`config.mk`:
```
export PLATFORM = sky130hd
export DESIGN_NAME = return_stack
export DESIGN_NICKNAME = d
export VERILOG_FILES = /design/src/hdl/bp_pkg.sv /design/src/hdl/return_stack.sv
export SDC_FILE = /design/constraint.sdc
export NUM_CORES = 1
export LEC_CHECK = 0
export BUFFER_PORTS_ARGS = -buffer_cell sky130_fd_sc_hd__buf_2
export CAP_MARGIN = 20
export CORE_MARGIN = 4
export CORE_UTILIZATION = 60
export DETAILED_ROUTE_END_ITERATION = 10
export PLACE_DENSITY = 0.82
export SYNTH_ARGS = -nofsm -noshare
export SYNTH_HDL_FRONTEND = slang
export SYNTH_SLANG_ARGS = --single-unit
```
`constraint.sdc`:
```
create_clock -name clk_in -period 7.5 [get_ports clk_in]
set_clock_uncertainty 0.05 [all_clocks]
set_input_delay 1.125 -clock clk_in [delete_from_list [all_inputs] [get_ports clk_in]]
set_output_delay 1.125 -clock clk_in [all_outputs]
set_load 0.02 [all_outputs]
```
`src/hdl/bp_pkg.sv`:
```
package bp_pkg;

  // line geometry
  localparam int LINE_BYTES = 64;
  localparam int LINE_BITS  = 512;   // LINE_BYTES * 8

  localparam int SS_WIDTH = 4;       // max instructions per fetch group

  // gshare sizing
  localparam int GHR_K     = 8;      // global history bits
  localparam int PHT_N     = 8;      // pc bits in the index
  localparam int PHT_IDX_W = GHR_K + PHT_N;

  // return stack sizing
  localparam int RAS_DEPTH = 8;
  localparam int RAS_PTR_W = 3;

  localparam int PC_W   = 64;
  localparam int OFFS_W = 19;        // redirect offset from execute

  // opcode match patterns, compared against the top bits of a word
  localparam logic [5:0]  OP_B     = 6'b000101;     // bits 31..26
  localparam logic [5:0]  OP_BL    = 6'b100101;     // bits 31..26
  localparam logic [10:0] OP_RET   = 11'b11010110010; // bits 31..21
  localparam logic [7:0]  OP_BCOND = 8'b01010100;   // bits 31..24

  // slot classification reported to fetch
  typedef enum logic [2:0] {
    BR_NONE  = 3'd0,  // plain instruction
    BR_B     = 3'd1,
    BR_BL    = 3'd2,  // call, pushes the return address
    BR_RET   = 3'd3,  // return, target from the stack
    BR_BCOND = 3'd4,  // conditional, direction from the pht
    BR_EMPTY = 3'd5   // slot not part of the group
  } br_kind_e;

  // fetch control fsm
  typedef enum logic [1:0] {
    S_IDLE      = 2'd0,  // waiting for start
    S_WAIT_LINE = 2'd1,  // line request outstanding
    S_DROP_LINE = 2'd2,  // outstanding line is stale, redirect pending
    S_HOLD      = 2'd3   // group offered, waiting on fetch_ready
  } bp_state_e;

endpackage

```
`src/hdl/return_stack.sv`:
```
`timescale 1ns/10ps

module return_stack import bp_pkg::*; (
  input  logic            clk_in,
  input  logic            rst_N_in,
  input  logic            push,       // from an accepted BL
  input  logic            pop,        // from an accepted RET
  input  logic [PC_W-1:0] push_addr,
  output logic [PC_W-1:0] top_addr
);

  logic [PC_W-1:0]      entry [RAS_DEPTH];  // circular storage
  logic [RAS_PTR_W-1:0] top_ptr;            // slot of the newest entry
  logic [RAS_PTR_W-1:0] push_ptr;
  logic [RAS_PTR_W:0]   occupancy;          // 0 .. RAS_DEPTH

  assign push_ptr = top_ptr + RAS_PTR_W'(1);  // wraps onto the oldest entry when full

  // empty stack predicts address zero
  assign top_addr = (occupancy == '0) ? '0 : entry[top_ptr];

  always_ff @(posedge clk_in) begin
    if (rst_N_in) begin
      top_ptr   <= '0;
      occupancy <= '0;
    end else if (push) begin
      top_ptr <= push_ptr;
      if (occupancy != (RAS_PTR_W+1)'(RAS_DEPTH)) begin
        occupancy <= occupancy + 1'b1;  // saturate, overflow loses the oldest
      end
    end else if (pop && occupancy != '0) begin
      top_ptr   <= top_ptr - RAS_PTR_W'(1);
      occupancy <= occupancy - 1'b1;
    end
    // pop on empty falls through and changes nothing
  end

  // entry data
  always_ff @(posedge clk_in) begin
    if (push) begin
      entry[push_ptr] <= push_addr;
    end
  end

endmodule

```
After elaboration in Yosys (flattened, before gate mapping) --
Memory sizes are Yosys's and may differ from the RTL's. A register that Yosys moved wholly into a read port is not among the register bits. Cells that the tools add are included.
Word-level totals: bits in latches 0, input port bits 68, word-level logic and storage cells 24, memories kept 1, bits in registers 7, bits in writable memories 512, ROM bits 0
Memory list:
- entry | depth 8, bits a word 64, read ports 1, clocked after memory_dff 1, wr ports 1, line return_stack.sv:12 | logic [PC_W-1:0] entry [RAS_DEPTH];
Operators by class: shifts and indexed selects 0, reduce and logical (&&, ||, !) cells 5, eq/ne operators 2, $lt $le $gt $ge 0, div/mod/pow operators 0, multipliers 0, muxes and demuxes 10, $add $sub $neg 4, bitwise gates (word level) 0
Operators with widths (number):
- $mux 64 | 1
- $mux 3 | 4
- $mux 4 | 3
- $add 4x1->4 const B | 1
- $logic_not 4->1 | 1
- $ne 4x4->1 const B | 1
- $reduce_bool 4->1 | 1
- $sub 4x1->4 const B | 1
- $add 3x1->3 const B | 1
- $sub 3x1->3 const B | 1
- $mux 1 | 2
- $ne 2x1->1 const B | 1
- $reduce_and 2->1 | 1
- $reduce_bool 2->1 | 1
- $logic_and 1x1->1 | 1

Logic depth before layout (Yosys ltp) --
word-level depth 6, gate-level depth with buffers 7, mapped depth without buffers 6

Least setup slack after synthesis --
Ideal clock, no wire load.
path type input to register, start point in push, end point mem entry[0][0] (enable), data arrival time 5.904 ns, stages on the path 3, buffers on the path 1, slack 0.982 ns, cell sequence clkbuf_1 > nand2b_1 > nor3_1
Between the ends: longest elaborated chain between the ends 2
Ends and longest elaborated chain:
- from (decl) | line return_stack.sv:6 | input logic push,
- $mux 1 | line return_stack.sv:40 | if (push) begin
- $mux 1 (implied by the code) | line return_stack.sv:41 | entry[push_ptr] <= push_addr;
- to (decl) | line return_stack.sv:12
Every way passes these cells.

==> impl_metrics.yaml <==
cts:
  cts_made_buffers: 50
  cts_root_buf: "clkbuf_16"
  holdBufCountCts: 0
  cts_tree: "yes"
  clock_latency_ns: 0.56
  post_cts.repair.setup_buffers: 0
  path_clk_slew_ns: 0.06
  cts_max_level: 2
  cts_sinks: 522
  cts-resized-gates: 0
  cts.path.max_buffers: 3
timing:
  setup_tns_ns: 0
  finalSetupViolCount: 0
  worst_slew_pin_slew_ns: 1.08
  maxSlewViolCount: 0
  maxSlewHeadroom: 0.278
  hold_viol_final: 0
  timing.final.crit_share: 0.607
  rsz0062_at_grt: "false"
  period_needed_ns: 4.55
  fmax_mhz: 220
global_routing:
  grt_first_pass_wirelength_um: 58700
  antenna_found_initial: 11
  grt_use_total: 0.216
  grt_max_degree: 114
  grt.overflow.total: 0
  grt_pass1_vias: 9756
setup_path:
  cp_max_fo: 66
  crit_slowest_cell: "dfxtp_4"
  arrival_ns: 3.38
  setup.worst_path.class: "register to output pin"
  worst_setup_path_start_kind: "register"
  cpPeakStageDelay_ns: 0.93
  cp_cell_sequence: "buf_4 > mux4_2 > mux2i_1 > nor2_1 > buf_2"
  end_kind: "output pin"
  cp.required_ns: 6.32
finish:
  fin_nets: 1108
  mostFrequentLayoutCell: "edfxtp_1"
  layout_common_cells: "512 x edfxtp_1, 131 x buf_2, 128 x mux4_2"
  instances_no_fill: 1516
  multi_input_area_um2: 4200
  fillers: 1972
  regArea_um2: 15600
  drive_gt1_frac: 0.334
  syn2layout_area_growth_pct: 13.7
power:
  power_density_nw_per_um2: 344
  leakage_nw: 7.31
  clockPowerShare: 0.303
  power_switching_w: 0.00223
  p_int_w: 0.00556
  switching_share: 0.286
  irDropWorstVdd_uv: 234
  p_seq_frac: 0.473
  pwr-share-comb: 0.224
yosys:
  synth_cell_types: 32
  syn_nets: 951
  synthCells: 878
  syn_avg_cell_area_um2: 22.7
  synth-seq-area-share: 0.780
  yosys_warnings: 0
  synth_seq_cells: 522
  mappedNetlistArea_um2: 20000
die:
  die_area_um2: 36300
  start_util: 0.610
  boundaryPins: 132
  die_x_um: 190
  core_area_um2: 32700
  num_rows: 66
  die_h_um: 190
placed_design:
  gp_congestion: 0.723
  io_buffers: 131
  dp_hpwl_um: 20000
  dp.cells: 1425
detailed_routing:
  wl_per_cell_um: 25.6
  via_per_inst: 6.11
  first_pass_iters: 8
  num_vias: 9268
  remaining_drc_errors: 0
  ant_nets: 0
  wirelength_um: 38700
  drt_iter0_drc: 808
hold_path:
  hold_path_class: "register to register"
run_status:
  outcome: "finished clean"
flow_run:
  maxCapViolations: 0
-- layout make-up --
type	instances	share of cell area
diodes	3	0.000331
clock buffers	58	0.0574
clock inverters	30	0.0104
inverters	3	0.000496
multi-input cells	309	0.185
flip-flops and latches	522	0.687
well taps	442	0.0244
repair buffers	149	0.0354
-- stage by stage --
| stage | hold WS [ns] | area (um2) | total power, W | setup slack, ns | util |
|---|---|---|---|---|---|
| after floorplan | 0.458 | 20000 | 0.00495 | 0.982 | - |
| after global placement | 0.488 | 21100 | 0.00546 | 3.53 | 0.647 |
| after detailed placement | 0.498 | 21100 | 0.00552 | 3.49 | 0.647 |
| after CTS | 0.500 | 22700 | 0.00786 | 2.88 | 0.694 |
| after global routing | 0.522 | 22700 | 0.00812 | 2.79 | 0.694 |
| final | 0.505 | 22700 | 0.00780 | 2.95 | 0.694 |
-- Yosys cell counts (all sizes together) --
master,n,area [um2]
inv,3,11.3
or3,1,6.26
a31oi,2,12.5
ha,4,50.1
and2,1,6.26
buf,35,194
xor2,3,26.3
mux4,128,2880
clkbuf,9,33.8
a22oi,1,7.51
fa,1,20.0
nand3,2,10.0
a311oi,2,17.5
a211o,1,8.76
edfxtp,512,15400
nand2,4,15.0
a41oi,1,16.3
or2,1,6.26
nand2b,1,6.26
o41ai,1,8.76
nor3,7,35.0
nor2,73,274
xnor2,4,35.0
nor4,1,21.3
a21oi,3,15.0
or4,1,11.3
mux2i,65,651
a211oi,1,7.51
dfxtp,10,200
-- critical path: cells and delay by family (launching register included) --
family | cells | cell delay (ns)
DFF | 1 | 0.93
muxes | 2 | 0.71
buffers and inverters | 2 | 1.05
and+or+nand+nor | 1 | 0.07
-- flip-flops by register name, summed over array words and instances (netlist names), named ones only --
| name | cells |
|---|---|
| occupancy | 4 |
| top_ptr | 3 |
| entry | 512 |
-- power groups by stage --
| stage | Clock [W] | Combinational (W) | Sequential, W |
|---|---|---|---|
| 6_report | 0.00236 | 0.00175 | 0.00369 |
| 5_1_grt | 0.00253 | 0.00188 | 0.00371 |
| 4_1_cts | 0.00239 | 0.00178 | 0.00369 |
| 3_5_place_dp | 0 | 0.00177 | 0.00375 |
| 3_3_place_gp | 0 | 0.00174 | 0.00372 |
| 2_1_floorplan | 0 | 0.00127 | 0.00368 |
-- routing by layer --
layer / global-route usage / up-vias / wire, um
met2: 0.364 / 324 / 20100
li1: - / 3975 / -
met3: 0.0518 / 77 / 2770
met5: 0 / - / 89
met1: 0.294 / 4876 / 15100
met4: 0.0494 / 16 / 732
-- worst paths after layout --
path,start,to,slack [ns],depth (start not counted)
max reg2reg,top_ptr[0],entry[5][38],4.03,5
min reg2reg,top_ptr[1],register,0.50,2
max,register,top_addr[5],2.95,5
min,top_ptr[1],register,0.50,2
-- kinds of logic (layout without fill, tap and decap cells) --
kind of cell             Yosys count  after routing  share of synthesized area
flip-flops                       522            522                      0.780
multiplexers                     193            193                      0.177
AND/OR/NAND/NOR                   92             92                     0.0196
buffers and inverters             47            240                     0.0120
AO/OA/AOI/OAI                     12             12                    0.00470
XOR/XNOR                           7              7                    0.00307
adder cells (fa/ha/maj)            5              5                    0.00351
other                              0              3                          0
Power figures use the tool's default switching activity.
